## src/include/gat_consts.svh

```systemverilog
`ifndef GAT_CONSTS_SVH
`define GAT_CONSTS_SVH

// column index width, the weight table is indexed by it.
`define GAT_COL_W       4
`define GAT_TAB_SIZE    16

// signed value and weight width.
`define GAT_VAL_W       8

// row accumulator and row result, signed.
`define GAT_ACC_W       24

// final node feature, signed.
`define GAT_OUT_W       16

`define GAT_FIFO_DEPTH  4

// debug monitor counter width and the row whose feature is kept.
`define GAT_CNT_W       16
`define GAT_CAPTURE_ROW 5

`endif

```

## src/design/gat_pkg.sv

```systemverilog
`include "gat_consts.svh"

package gat_pkg;

  typedef struct packed {
    logic                         last;  // closes the row.
    logic [`GAT_COL_W-1:0]        col;
    logic signed [`GAT_VAL_W-1:0] val;
  } sparse_entry_t;

  // same width as sparse_entry_t so both fit the one payload word.
  typedef struct packed {
    logic [`GAT_COL_W-1:0]        addr;
    logic signed [`GAT_VAL_W-1:0] wval;
    logic                         pad;
  } weight_cmd_t;

  typedef union packed {
    sparse_entry_t entry;
    weight_cmd_t   wload;
  } in_payload_u;

  typedef struct packed {
    logic        kind;  // 0 entry, 1 weight load.
    in_payload_u payload;
  } in_word_t;

  typedef struct packed {
    logic signed [`GAT_ACC_W-1:0] sum;
  } row_result_t;

  typedef struct packed {
    logic in_valid;
    logic in_ready;
    logic fifo_in_valid;
    logic fifo_in_ready;
    logic fifo_out_valid;
    logic fifo_out_ready;
    logic out_valid;
    logic out_ready;
  } link_flags_t;

  typedef struct packed {
    link_flags_t                  flags;
    logic [`GAT_CNT_W-1:0]        count;    // delivered features.
    logic signed [`GAT_OUT_W-1:0] capture;
  } debug_t;

endpackage

```

## src/design/spmm_unit.sv

```systemverilog
`timescale 1ns/1ns
`include "gat_consts.svh"

module spmm_unit (
  input  logic                 clk,
  input  logic                 rst_n,
  input  logic                 in_valid_i,
  input  gat_pkg::in_word_t    in_word_i,
  output logic                 in_ready_o,
  output logic                 res_valid_o,
  output gat_pkg::row_result_t res_o,
  input  logic                 res_ready_i
);

  import gat_pkg::*;

  localparam int tab_size = `GAT_TAB_SIZE;

  logic signed [`GAT_VAL_W-1:0] wtab [tab_size];
  logic signed [`GAT_ACC_W-1:0] acc_q;
  logic signed [`GAT_ACC_W-1:0] prod;
  logic signed [`GAT_ACC_W-1:0] acc_sum;
  logic                         res_pending_q;
  row_result_t                  res_q;
  sparse_entry_t                entry;
  weight_cmd_t                  wcmd;
  logic                         in_fire;
  logic                         entry_fire;
  logic                         wload_fire;
  logic                         row_done;

  // one payload word, read as either view depending on kind.
  assign entry = in_word_i.payload.entry;
  assign wcmd  = in_word_i.payload.wload;

  assign in_ready_o = !res_pending_q;  // stall while a row waits.
  assign in_fire    = in_valid_i && in_ready_o;
  assign entry_fire = in_fire && !in_word_i.kind;
  assign wload_fire = in_fire && in_word_i.kind;
  assign row_done   = entry_fire && entry.last;

  // operands are widened to the accumulator width before the multiply.
  assign prod    = $signed(entry.val) * wtab[entry.col];
  assign acc_sum = acc_q + prod;

  always_ff @(posedge clk or negedge rst_n) begin
    if (!rst_n) begin
      for (int i = 0; i < tab_size; i++) begin
        wtab[i] <= '0;
      end
    end else if (wload_fire) begin
      wtab[wcmd.addr] <= wcmd.wval;
    end
  end

  always_ff @(posedge clk or negedge rst_n) begin
    if (!rst_n) begin
      acc_q         <= '0;
      res_pending_q <= 1'b0;
    end else begin
      if (entry_fire) begin
        acc_q <= entry.last ? '0 : acc_sum;  // restart at row end.
      end
      if (row_done) begin
        res_pending_q <= 1'b1;
      end else if (res_valid_o && res_ready_i) begin
        res_pending_q <= 1'b0;
      end
    end
  end

  always_ff @(posedge clk) begin
    if (row_done) begin
      res_q.sum <= acc_sum;
    end
  end

  assign res_valid_o = res_pending_q;
  assign res_o       = res_q;

endmodule

```

## src/design/row_fifo.sv

```systemverilog
`timescale 1ns/1ns
`include "gat_consts.svh"

module row_fifo (
  input  logic                 clk,
  input  logic                 rst_n,
  input  logic                 push_valid_i,
  input  gat_pkg::row_result_t push_data_i,
  output logic                 push_ready_o,
  output logic                 pop_valid_o,
  output gat_pkg::row_result_t pop_data_o,
  input  logic                 pop_ready_i
);

  import gat_pkg::*;

  localparam int ptr_w = $clog2(`GAT_FIFO_DEPTH);
  localparam logic [ptr_w-1:0] last_ptr = ptr_w'(`GAT_FIFO_DEPTH - 1);
  localparam logic [ptr_w:0] full_cnt = (ptr_w + 1)'(`GAT_FIFO_DEPTH);

  row_result_t      mem [`GAT_FIFO_DEPTH];
  logic [ptr_w-1:0] wr_ptr_q;
  logic [ptr_w-1:0] rd_ptr_q;
  logic [ptr_w:0]   cnt_q;
  logic             do_push;
  logic             do_pop;

  assign push_ready_o = (cnt_q != full_cnt);
  assign pop_valid_o  = (cnt_q != '0);
  assign pop_data_o   = mem[rd_ptr_q];  // head is shown as soon as written.

  assign do_push = push_valid_i && push_ready_o;
  assign do_pop  = pop_valid_o && pop_ready_i;

  always_ff @(posedge clk or negedge rst_n) begin
    if (!rst_n) begin
      wr_ptr_q <= '0;
      rd_ptr_q <= '0;
      cnt_q    <= '0;
    end else begin
      if (do_push) begin
        wr_ptr_q <= (wr_ptr_q == last_ptr) ? '0 : wr_ptr_q + 1'b1;
      end
      if (do_pop) begin
        rd_ptr_q <= (rd_ptr_q == last_ptr) ? '0 : rd_ptr_q + 1'b1;
      end
      case ({do_push, do_pop})
        2'b10:   cnt_q <= cnt_q + 1'b1;
        2'b01:   cnt_q <= cnt_q - 1'b1;
        default: cnt_q <= cnt_q;  // both or neither.
      endcase
    end
  end

  always_ff @(posedge clk) begin
    if (do_push) begin
      mem[wr_ptr_q] <= push_data_i;
    end
  end

endmodule

```

## src/design/aggr_unit.sv

```systemverilog
`timescale 1ns/1ns
`include "gat_consts.svh"

module aggr_unit (
  input  logic                         clk,
  input  logic                         rst_n,
  input  logic                         in_valid_i,
  input  gat_pkg::row_result_t         in_data_i,
  output logic                         in_ready_o,
  output logic                         out_valid_o,
  output logic signed [`GAT_OUT_W-1:0] out_feat_o,
  input  logic                         out_ready_i
);

  localparam logic signed [`GAT_ACC_W-1:0] feat_max = (2 ** (`GAT_OUT_W - 1)) - 1;

  logic signed [`GAT_OUT_W-1:0] sat_feat;
  logic signed [`GAT_OUT_W-1:0] out_feat_q;
  logic                         out_valid_q;
  logic                         in_fire;

  // relu, then clamp to the positive 16 bit range.
  always_comb begin
    if ($signed(in_data_i.sum) < 0) begin
      sat_feat = '0;
    end else if ($signed(in_data_i.sum) > feat_max) begin
      sat_feat = feat_max[`GAT_OUT_W-1:0];
    end else begin
      sat_feat = in_data_i.sum[`GAT_OUT_W-1:0];
    end
  end

  assign in_ready_o = !out_valid_q || out_ready_i;  // empty or draining.
  assign in_fire    = in_valid_i && in_ready_o;

  always_ff @(posedge clk or negedge rst_n) begin
    if (!rst_n) begin
      out_valid_q <= 1'b0;
    end else if (in_fire) begin
      out_valid_q <= 1'b1;
    end else if (out_ready_i) begin
      out_valid_q <= 1'b0;
    end
  end

  always_ff @(posedge clk) begin
    if (in_fire) begin
      out_feat_q <= sat_feat;
    end
  end

  assign out_valid_o = out_valid_q;
  assign out_feat_o  = out_feat_q;

endmodule

```

## src/design/stage_monitor.sv

```systemverilog
`timescale 1ns/1ns
`include "gat_consts.svh"

module stage_monitor (
  input  logic                         clk,
  input  logic                         rst_n,
  input  logic [3:0]                   link_valid_i,  // in, fifo_in, fifo_out, out.
  input  logic [3:0]                   link_ready_i,
  input  logic signed [`GAT_OUT_W-1:0] out_feat_i,
  output gat_pkg::debug_t              debug_o
);

  import gat_pkg::*;

  link_flags_t                  flags_seen;
  link_flags_t                  flags_q;
  logic [`GAT_CNT_W-1:0]        cnt_q;
  logic signed [`GAT_OUT_W-1:0] cap_q;
  logic                         out_fire;
  logic                         cap_hit;

  always_comb begin
    flags_seen.in_valid       = link_valid_i[0];
    flags_seen.in_ready       = link_ready_i[0];
    flags_seen.fifo_in_valid  = link_valid_i[1];
    flags_seen.fifo_in_ready  = link_ready_i[1];
    flags_seen.fifo_out_valid = link_valid_i[2];
    flags_seen.fifo_out_ready = link_ready_i[2];
    flags_seen.out_valid      = link_valid_i[3];
    flags_seen.out_ready      = link_ready_i[3];
  end

  assign out_fire = link_valid_i[3] && link_ready_i[3];
  // count still holds the index of the row being delivered.
  assign cap_hit  = out_fire && (cnt_q == `GAT_CAPTURE_ROW);

  always_ff @(posedge clk or negedge rst_n) begin
    if (!rst_n) begin
      flags_q <= '0;
      cnt_q   <= '0;
      cap_q   <= '0;
    end else begin
      flags_q <= flags_q | flags_seen;  // sticky until reset.
      if (out_fire) begin
        cnt_q <= cnt_q + 1'b1;
      end
      if (cap_hit) begin
        cap_q <= out_feat_i;
      end
    end
  end

  always_comb begin
    debug_o.flags   = flags_q;
    debug_o.count   = cnt_q;
    debug_o.capture = cap_q;
  end

endmodule

```

## src/design/gat_core.sv

```systemverilog
`timescale 1ns/1ns
`include "gat_consts.svh"

module gat_core (
  input  logic                         clk,
  input  logic                         rst_n,
  input  logic                         in_valid_i,
  input  gat_pkg::in_word_t            in_word_i,
  output logic                         in_ready_o,
  output logic                         out_valid_o,
  output logic signed [`GAT_OUT_W-1:0] out_feat_o,
  input  logic                         out_ready_i,
  output gat_pkg::debug_t              debug_o
);

  import gat_pkg::*;

  logic        res_valid;
  row_result_t res_data;
  logic        fifo_push_ready;
  logic        fifo_pop_valid;
  row_result_t fifo_pop_data;
  logic        aggr_in_ready;

  spmm_unit i_spmm_unit (
    .clk         (clk),
    .rst_n       (rst_n),
    .in_valid_i  (in_valid_i),
    .in_word_i   (in_word_i),
    .in_ready_o  (in_ready_o),
    .res_valid_o (res_valid),
    .res_o       (res_data),
    .res_ready_i (fifo_push_ready)
  );

  row_fifo i_row_fifo (
    .clk          (clk),
    .rst_n        (rst_n),
    .push_valid_i (res_valid),
    .push_data_i  (res_data),
    .push_ready_o (fifo_push_ready),
    .pop_valid_o  (fifo_pop_valid),
    .pop_data_o   (fifo_pop_data),
    .pop_ready_i  (aggr_in_ready)
  );

  aggr_unit i_aggr_unit (
    .clk         (clk),
    .rst_n       (rst_n),
    .in_valid_i  (fifo_pop_valid),
    .in_data_i   (fifo_pop_data),
    .in_ready_o  (aggr_in_ready),
    .out_valid_o (out_valid_o),
    .out_feat_o  (out_feat_o),
    .out_ready_i (out_ready_i)
  );

  // link order is out, fifo_out, fifo_in, in from msb down.
  stage_monitor i_stage_monitor (
    .clk          (clk),
    .rst_n        (rst_n),
    .link_valid_i ({out_valid_o, fifo_pop_valid, res_valid, in_valid_i}),
    .link_ready_i ({out_ready_i, aggr_in_ready, fifo_push_ready, in_ready_o}),
    .out_feat_i   (out_feat_o),
    .debug_o      (debug_o)
  );

endmodule

```

## config.mk

```make
export PLATFORM = sky130hd
export DESIGN_NAME = gat_core
export DESIGN_NICKNAME = d
export VERILOG_FILES = /design/src/design/gat_pkg.sv /design/src/design/spmm_unit.sv /design/src/design/row_fifo.sv /design/src/design/aggr_unit.sv /design/src/design/stage_monitor.sv /design/src/design/gat_core.sv
export VERILOG_INCLUDE_DIRS = /design/src /design/src/include
export SDC_FILE = /design/constraint.sdc
export NUM_CORES = 1
export LEC_CHECK = 0
export BUFFER_PORTS_ARGS = -buffer_cell sky130_fd_sc_hd__buf_2
export CORE_MARGIN = 2
export CORE_UTILIZATION = 65
export CTS_BUF_LIST = sky130_fd_sc_hd__clkbuf_16
export DETAILED_ROUTE_END_ITERATION = 7
export PLACE_DENSITY = 0.81
export SYNTH_ARGS = -nofsm -noshare
export SYNTH_HDL_FRONTEND = slang
export SYNTH_HIERARCHICAL = 1
export SYNTH_SLANG_ARGS = --single-unit
```

## constraint.sdc

```tcl
create_clock -name clk -period 10.55 [get_ports clk]
set_input_delay 2.11 -clock clk [delete_from_list [all_inputs] [get_ports clk]]
set_output_delay 2.11 -clock clk [all_outputs]
set_load 0.02 [all_outputs]
```

==> results of run 1 <==
[through the flow]
step	power, mW	util (%)	setup slack [ps]	hold WS (ps)
after floorplan	4.895	-	2193	446.0
after global placement	5.588	68.17	1274	445.3
after detailed placement	5.722	68.17	1165	446.5
after CTS	7.010	72.33	1691	464.7
after global routing	7.568	72.33	1274	472.6
final	6.993	72.33	1743	460.7
[layout by cell type, fill, tap and decap left out, drive strengths merged, types with 4 or more instances in the layout]
master	synthesis	routed
fa	105	105
dfrtp	201	201
a21boi	4	4
a22o	9	9
edfxtp	136	136
inv	116	129
nor4	4	4
mux2	149	149
nand4	8	8
clkbuf	31	37
nor3	8	8
mux4	63	63
ha	62	62
or3	6	6
o211ai	4	4
nor2	23	23
xor2	8	8
nand2	62	62
and3	12	12
xnor2	34	34
clkinv	0	8
or2	10	10
buf	23	89
nand3	18	18
a21oi	17	17
o31ai	4	4
a21o	9	9
nand2b	6	6
and2	44	44
a31oi	18	18
o21ai	14	14
[power breakdown]
group | internal (mW) | switching, mW
clock network | 0.706 | 0.517
registers | 1.85 | 0.196
logic | 1.58 | 2.14
total | 4.14 | 2.85
[flip-flops by register name (all words and copies together) (netlist names)]
name / flops
i_stage_monitor/debug_o: 8
i_row_fifo/mem: 96
i_spmm_unit/acc_q: 24
i_spmm_unit/res_o: 24
i_stage_monitor/cap_q: 16
i_spmm_unit/wtab: 128
i_row_fifo/wr_ptr_q: 2
i_row_fifo/cnt_q: 3
i_aggr_unit/out_feat_o: 16
i_stage_monitor/cnt_q: 16
i_aggr_unit/out_valid_o: 1
i_spmm_unit/res_valid_o: 1
i_row_fifo/rd_ptr_q: 2
[cells by family after synthesis]
group | Yosys count
DFF | 337
muxes | 215
and+or+nand+nor | 214
buffers and inverters | 170
adders and majority gates | 167
AOI/OAI and AO/OA | 95
xor gates and xnor gates | 42
other | 1
[worst max-delay path by stage]
stage	cells past startpoint	endpoint	slack (ps)
6_report	18	i_spmm_unit/acc_q[22]	1740
5_1_grt	19	i_spmm_unit/res_o[19]	1270
4_1_cts	19	i_spmm_unit/res_o[19]	1690
3_5_place_dp	19	i_spmm_unit/res_o[19]	1160
3_3_place_gp	19	i_spmm_unit/res_o[19]	1270
2_1_floorplan	19	i_spmm_unit/res_o[19]	2190
[worst max-delay path, cell delays in order]
cell      delay, ps
buf_2           620
buf_4           380
mux4_2          520
mux4_2          550
and2_1          210
fa_1            590
inv_1           150
fa_1            650
inv_1           270
fa_1            560
fa_1            490
ha_1            310
ha_1            430
a21o_1          240
a21o_1          170
a21oi_1         360
o311ai_0        200
or3_1           380
[area by class of cell]
class	instances	area, um2
clock buffer	36	900.9
tap	378	473.0
fill	1700	7644
timing repair buffer	90	496.7
antenna	1	2.502
multi-input combinational	734	8317
inverter	116	435.4
sequential	337	9114
clock inverter	26	246.5
[metal layers]
metal / global-route usage, % / part of all wire (%) / vias up
met4: 6.706 / 2.2 / 0
li1: - / - / 4561
met1: 35.39 / 44 / 5309
met3: 4.050 / 5.6 / 54
met2: 41.80 / 49 / 330
met5: 0 / 0 / -
==> results.toml, run 1 <==
[run_status]
status = "finished clean"

[synthesis]
syn_nets = 1426
synth_ff_type = "dfrtp_1"
synth_seq_cells = 337
synth_top_family_by_area = "multiplexers"
synthArstFlopShare_pct = 59.64
synth_edf_count = 136
yosysMostFrequentCell = "dfrtp_1"
yosys_warnings = 6
synth_common_cells = "dfrtp_1 (201), mux2_2 (137), edfxtp_1 (136)"
synth_compound_area_share_pct = 3.657
yosys.area_share.xor_xnor_pct = 2.025
yosys.area_share.simple_pct = 6.722
seq_area_frac_synth_pct = 50.17
synth.area.mux_share_pct = 17.50
yosys.area.top_type = "dfrtp_1"
syn_avg_cell_area_um2 = 14.64
synth-adder-area-share_pct = 15.84
synthCells = 1241
yosysTopAreaCellShare_pct = 27.69
synth_cell_type_count = 73
yosys-top-cells-area = "dfrtp_1 (28%), edfxtp_1 (22%), fa_1 (12%), mux2_2 (8.5%), mux4_2 (6.3%)"
syn_area_um2 = 18170

[job]
cap_violations = 0

[sta]
drv_slew = 0
setup_viol = 0
fmaxAchievable_mhz = 113.5
fin_setup_tns_ps = 0
fin_crit_sh_pct = 83.48
relSlewSlack_pct = 29.36
fin_crit_ps = 8808
fin_skew_ps = 20.13
worst_pin_slew_ps = 1060
hold_viol_final = 0
rsz0062_at_grt = "false"

[placed_design]
place_area_um2 = 18840
dp_hpwl_mm = 23.88
numPortBuffers = 75
dp_cells = 1655
place_congestion = 0.8683

[floorplan]
dieArea_um2 = 29300
fp.dieH_um = 171.2
core-area_um2 = 27630
dieWidth_um = 171.2
start_util_pct = 65.75
num_io_pins = 76
fp-row-count = 61

[clock_network]
clock_tree.htree_level_count = 2
cts-resized-gates = 0
ctsHoldBuffers = 0
cts_setup_buffers = 0
clk_latency_ps = 520
root_buffer = "clkbuf_16"
cts.sinks = 337
tritoncts = "done"
cts.path.max_buffers = 3
cts-buffers-inserted = 35
clkTransAtPathRegs_ps = 60

[worst_setup_path]
cp-startpoint = "in_word_i[9]"
cp.required_ps = 10940
crit_arrival_ps = 9200
reg2reg_to = "i_spmm_unit/acc_q[22]"
rrSetupSlack_ps = 3920
path_max_fanout = 25
start_kind = "input pin"
r2r-start = "i_spmm_unit/wtab[76]"
worstSetupEndpointType = "flop"
worstSetupPathType = "in2reg"
rr_worst_depth = 16

[grt]
grt_pass1_wl_mm = 57.08
track_usage_pct = 25.21
grt_overflow = 0
grt_max_degree = 85
antenna_found_initial = 1
grt_pass1_vias = 10770

[min_path]
min_path_cells = 1
min_path_type = "reg2reg"
worstHoldEndpoint = "i_stage_monitor/debug_o[33]"
hold_start = "i_stage_monitor/debug_o[33]"

[final_layout]
drive_above_1_share_pct = 26.81
final_cells = 1718
nNetsFinal = 1499
areaGrowthSynthToFinish_pct = 10.01
final_area_um2 = 19990

[route]
finalWirelength_mm = 35.14
first_pass_iters = 5
dr_total_vias = 10250
drc = 0
wl_per_cell_um = 20.46
avgViaCountPerCell = 5.969
ant_nets = 0
drt_iter0_markers = 783

[power_and_ir_drop]
leakage_nw = 8.851
power_density_nw_per_um2 = 349.9
irDropWorstVdd_v = 0.0002978
No activity file was read; power rests on OpenSTA's default activity.
==> inputs of run 2 (changes only) <==
- CORE_UTILIZATION: 65 -> 56
- PLACE_DENSITY: 0.81 -> 0.74
- clock period: 10.55 -> 7.5 ns (I/O delays scaled with it)
==> results.toml, run 2 (same netlist as run 1, synthesis figures left out) <==
[route]
drc = 0
ant_nets = 0
finalWirelength_mm = 36.14
wl_per_cell_um = 19.76
drt_iter0_markers = 597
avgViaCountPerCell = 5.747
first_pass_iters = 6
dr_total_vias = 10510

[grt]
grt_max_degree = 115
grt_overflow = 0
antenna_found_initial = 2
grt_pass1_vias = 11040
grt_pass1_wl_mm = 59.15
track_usage_pct = 22.37

[final_layout]
drive_above_1_share_pct = 31.56
mostFrequentLayoutCell = "dfrtp_1"
final_cell_mix = "dfrtp_1 (201), mux2_2 (137), edfxtp_1 (136), inv_1 (119), fa_1 (105)"
fillers = 2282
nNetsFinal = 1584
largest_reg_flops = 128
top_regs = "i_spmm_unit/wtab: 128 flops, i_row_fifo/mem: 96 flops"
largest-register = "i_spmm_unit/wtab"
areaGrowthSynthToFinish_pct = 13.87

[worst_setup_path]
critPathTopFamily = "adder cells"
worst-path-buf-inv = 4
worstSetupEndpointType = "flop"
path_max_fanout = 14
path_cells = "buf_2 -> buf_12 -> buf_4 -> mux4_2 -> mux4_2 -> buf_4 -> and2_1 -> fa_1 -> fa_1 -> fa_1 -> fa_1 -> ha_1 -> ha_1 -> a2111oi_0 -> o21ai_1 -> nand4b_1 -> a21oi_1 -> or3_1 -> and2_1"
start_kind = "input pin"
cp_slowest_cell = "mux4_2"
max_stage_delay_ps = 530
cp-startpoint = "in_word_i[9]"
cp_common_cell = "fa_1"
cp.required_ps = 7770
worstSetupPathType = "in2reg"
r2r-start = "i_spmm_unit/wtab[68]"
crit_arrival_ps = 7450

[floorplan]
dieArea_um2 = 33900
fp-row-count = 65
num_io_pins = 76
core-area_um2 = 31720
start_util_pct = 57.28
fp.dieH_um = 184.1
dieWidth_um = 184.1

[placed_design]
dpl_worst_slack_ps = -247.9
numPortBuffers = 75
dp_hpwl_mm = 25.33
place_congestion = 0.8120

[power_and_ir_drop]
power_density_nw_per_um2 = 514.2
total_power_mw = 10.64
leakage_nw = 9.277
irDropWorstVdd_v = 0.0003739

[sta]
fin_crit_ps = 7182
hold_viol_final = 0
rsz0062_at_grt = "false"
fin_skew_ps = 23.57
worst_pin_slew_ps = 1087
fmaxAchievable_mhz = 139.2
layout_setup_ws_ps = 318.2
drv_slew = 0
setup_viol = 0
fin_crit_sh_pct = 95.76
fin_setup_tns_ps = 0
relSlewSlack_pct = 27.56

[clock_network]
cts-buffers-inserted = 36
clock_tree.htree_level_count = 2
cts.sinks = 337
tritoncts = "done"
clkTransAtPathRegs_ps = 60
clk_latency_ps = 530
root_buffer = "clkbuf_16"
cts_setup_buffers = 0
cts.path.max_buffers = 3

[min_path]
min_path_type = "reg2reg"
hold_start = "i_stage_monitor/debug_o[37]"

[run_status]
status = "finished clean"

[job]
cap_violations = 0
[run 2: per-layer routing]
layer | up-vias | global-route usage, % | part of all wire [%]
met1 | 5478 | 30.01 | 43
met2 | 236 | 38.82 | 51
met3 | 54 | 3.142 | 3.8
met5 | - | 0 | 0.053
li1 | 4742 | - | -
met4 | 2 | 5.664 | 2.1
[run 2: power by group]
part	internal (mW)	switching, mW	leakage [nW]	total [mW]
Combinational	2.91	3.13	4.91	6.04
Sequential	2.61	0.273	3.80	2.88
Clock	0.986	0.729	0.570	1.72
[run 2: final timing paths]
path / depth (start not counted) / slack (ps) / to
worst max-delay path: 19 / 320 / i_spmm_unit/res_o[19]
max in group asynchronous: 2 / 4670 / i_spmm_unit/wtab[0]
worst max register to register: 18 / 1310 / i_spmm_unit/acc_q[22]
worst min-delay path: 1 / 460 / i_stage_monitor/debug_o[37]
worst min register to register: 1 / 460 / i_stage_monitor/debug_o[37]
min in group asynchronous: 1 / 1080 / i_stage_monitor/cap_q[12]
[run 2: worst reg2reg max path: stages (launching register included)]
cell       delay, ps
dfrtp_1          380
mux4_2           500
mux4_2           470
buf_4            170
and2_1           170
fa_1             530
inv_1             50
fa_1             470
inv_1             50
fa_1             500
fa_1             570
fa_1             420
ha_1             340
o211ai_1         190
a21oi_1           90
o2111ai_1        410
nand3_1          190
and3_1           200
or3_1            340
[run 2: final cells by class]
class,count,area (um2),share of cell area [%]
multi-input combinational,734,8318,40.21
tap,402,503.0,2.431
clock inverter,29,236.5,1.143
antenna,1,2.502,0.01210
inverter,116,435.4,2.105
clock buffer,36,900.9,4.355
sequential,337,9114,44.05
timing repair buffer,174,1177,5.691
[run 2: through the flow]
| step | utilization [%] | area (um2) | hold WS, ps | cells |
|---|---|---|---|---|
| 4_1_cts | 65.22 | 20680 | 462.3 | 1828 |
| 2_1_floorplan | - | 18170 | 446.0 | 1241 |
| 5_1_grt | 65.22 | 20680 | 470.0 | 1828 |
| 3_5_place_dp | 61.63 | 19550 | 444.1 | 1763 |
| 3_3_place_gp | 61.63 | 19550 | 444.3 | 1763 |
| 6_report | 65.22 | 20690 | 456.7 | 1829 |
[run 2: timing repair]
item | CTS | global route
setup endpoints to repair | 0 | 1
resized for setup | 0 | 1
hold buffers | 0 | 0
==> inputs of run 3 (changes only) <==
- ABC_AREA: default -> 1
- CORE_UTILIZATION: 56 -> 57
- PLACE_DENSITY: 0.74 -> 0.75
==> results.toml, run 3 <==
[grt]
grt_overflow = 0
grt_pass1_vias = 13880
grt_pass1_wl_mm = 70.05
grt_max_degree = 126
antenna_found_initial = 0
track_usage_pct = 24.69

[sta]
worst_pin_slew_ps = 1060
layout_setup_ws_ps = 584.3
rsz0062_at_grt = "false"
fin_skew_ps = 17.45
fmaxAchievable_mhz = 144.6
setup_viol = 0
hold_viol_final = 0
fin_setup_tns_ps = 0
fin_crit_sh_pct = 92.21
fin_crit_ps = 6916
drv_slew = 0
relSlewSlack_pct = 29.36

[floorplan]
num_io_pins = 76
core-area_um2 = 32700
fp.dieH_um = 186.6
start_util_pct = 58.09
dieWidth_um = 186.6
dieArea_um2 = 34800
fp-row-count = 66

[power_and_ir_drop]
power_density_nw_per_um2 = 482.3
intPower_mw = 5.585
seq_power_share_pct = 27.8
clkPwrFrac_pct = 16.9
power_switching_mw = 4.518
combPwrFrac_pct = 55.2
leakage_nw = 10.02
p_sw_share_pct = 44.72
irDropWorstVdd_v = 0.0003783

[final_layout]
nNetsFinal = 2256
final_cell_mix = "nand2_1 (447), inv_1 (259), nor2_1 (222), dfrtp_1 (200), o21ai_0 (175)"
final_util_pct = 64.06
mostFrequentLayoutCell = "nand2_1"
insertedDiodeCount = 0
drive_above_1_share_pct = 11.44
largest_reg_flops = 128
largest-register = "i_spmm_unit/wtab"
final_area_um2 = 20950
areaGrowthSynthToFinish_pct = 10.28
top_regs = "i_spmm_unit/wtab: 128 flops, i_row_fifo/mem: 96 flops"

[placed_design]
place_area_um2 = 19810
place_congestion = 0.9551
dpl_worst_slack_ps = 145.6
dp_hpwl_mm = 29.09
numPortBuffers = 75

[clock_network]
clkTransAtPathRegs_ps = 60
clk_latency_ps = 530
cts.path.max_buffers = 3
tritoncts = "done"
root_buffer = "clkbuf_16"
cts-buffers-inserted = 36
cts_setup_buffers = 0
ctsHoldBuffers = 0
cts-resized-gates = 0
cts.sinks = 337
clock_tree.htree_level_count = 2

[route]
ant_nets = 0
avgViaCountPerCell = 5.406
dr_total_vias = 13730
dr_wl_met3_mm = 2.341
wl_per_cell_um = 16.31
first_pass_iters = 5
top_layer = "met4"
drt_iter0_markers = 939
met1_length_mm = 18.24
drc = 0
finalWirelength_mm = 41.41
wl_met2_mm = 19.81

[synthesis]
yosys-top-cells-area = "dfrtp_1 (26%), edfxtp_1 (21%), fa_1 (11%), nand2_1 (8.8%), inv_1 (5.0%)"
syn_nets = 2189
synthCells = 2004
syn_avg_cell_area_um2 = 9.479
synth_cell_type_count = 40
synth_seq_cells = 337
yosys_warnings = 6
synth_edf_count = 136
yosysTopAreaCellShare_pct = 26.48
synthArstFlopShare_pct = 59.64
seq_area_frac_synth_pct = 47.98
syn_area_um2 = 19000
yosys.area.top_type = "dfrtp_1"
yosysMostFrequentCell = "nand2_1"
synth_ff_type = "dfrtp_1"
synth_common_cells = "nand2_1 (447), inv_1 (252), nor2_1 (228)"

[worst_setup_path]
crit_arrival_ps = 7200
path_max_fanout = 18
worstSetupPathType = "in2reg"
worstSetupEndpointType = "flop"
start_kind = "input pin"
cp.required_ps = 7780

[job]
cap_violations = 0

[min_path]
min_path_type = "reg2reg"

[run_status]
status = "finished clean"
[run 3: metrics by stage]
stage	power, mW	hold slack [ps]	std cells
2_1_floorplan	6.934	446.5	2004
3_3_place_gp	8.145	445.6	2475
3_5_place_dp	8.309	447.8	2475
4_1_cts	10.11	464.3	2539
5_1_grt	11.09	479.0	2539
6_report	10.10	462.8	2539
[run 3: area by class of cell]
class                      count  area (um2)
fill                        2657       11750
multi-input combinational   1323        8471
sequential                   337        9115
timing repair buffer         109       676.9
clock inverter                28       240.2
inverter                     264       991.0
tap                          442       553.0
clock buffer                  36       900.9
[run 3: final timing paths]
kind	start	end	slack [ps]	depth (start not counted)
setup / recovery	in_word_i[9]	i_spmm_unit/res_o[21]	580	25
hold / removal	i_stage_monitor/debug_o[33]	i_stage_monitor/debug_o[33]	460	1
setup reg to reg	i_spmm_unit/wtab[34]	i_spmm_unit/res_o[21]	1710	20
hold reg to reg	i_stage_monitor/debug_o[33]	i_stage_monitor/debug_o[33]	460	1
max in group asynchronous	rst_n	i_spmm_unit/wtab[71]	4710	2
min in group asynchronous	rst_n	i_stage_monitor/cnt_q[12]	1120	1
[run 3: layer usage]
metal / vias to the layer above / global-route usage [%]
met5: - / 0
met4: 0 / 7.204
met3: 85 / 3.611
met2: 413 / 41.52
met1: 6644 / 33.67
li1: 6585 / -
[run 3: cell families (layout without fill, tap and decap cells)]
logic type	after synthesis	count (layout)	share of synthesized area, %
other cells	1	1	0.01974
flops	337	337	47.98
compound gates	309	309	9.900
fa+ha+maj	167	167	15.15
xor+xnor	22	22	1.014
buf+inv	344	437	7.509
simple gates	824	824	18.43
[run 3: worst max-delay path: stages]
cell     delay [ps]
buf_2           210
nand2_2         300
nor2_1          200
o21ai_0         110
nand3_1         100
nor2_1           50
nand2_1         100
o31ai_4         100
nor2_1          320
fa_1            550
inv_1           140
fa_1            450
inv_1           300
fa_1            510
fa_1            500
ha_1            320
ha_1            400
nand2_1         130
nor2_1          180
inv_1            70
nor2_1          140
nand4_1         170
nand3_1         130
nand2_1          60
and2_1          160
[run 3: power by group through the flow]
stage               registers [mW]  clock network, mW  logic, mW
floorplan                     2.84                  0       4.09
global placement              2.82                  0       5.33
detailed placement            2.84                  0       5.47
CTS                           2.81               1.75       5.56
global route                  2.86               1.82       6.41
finish                        2.81               1.71       5.58
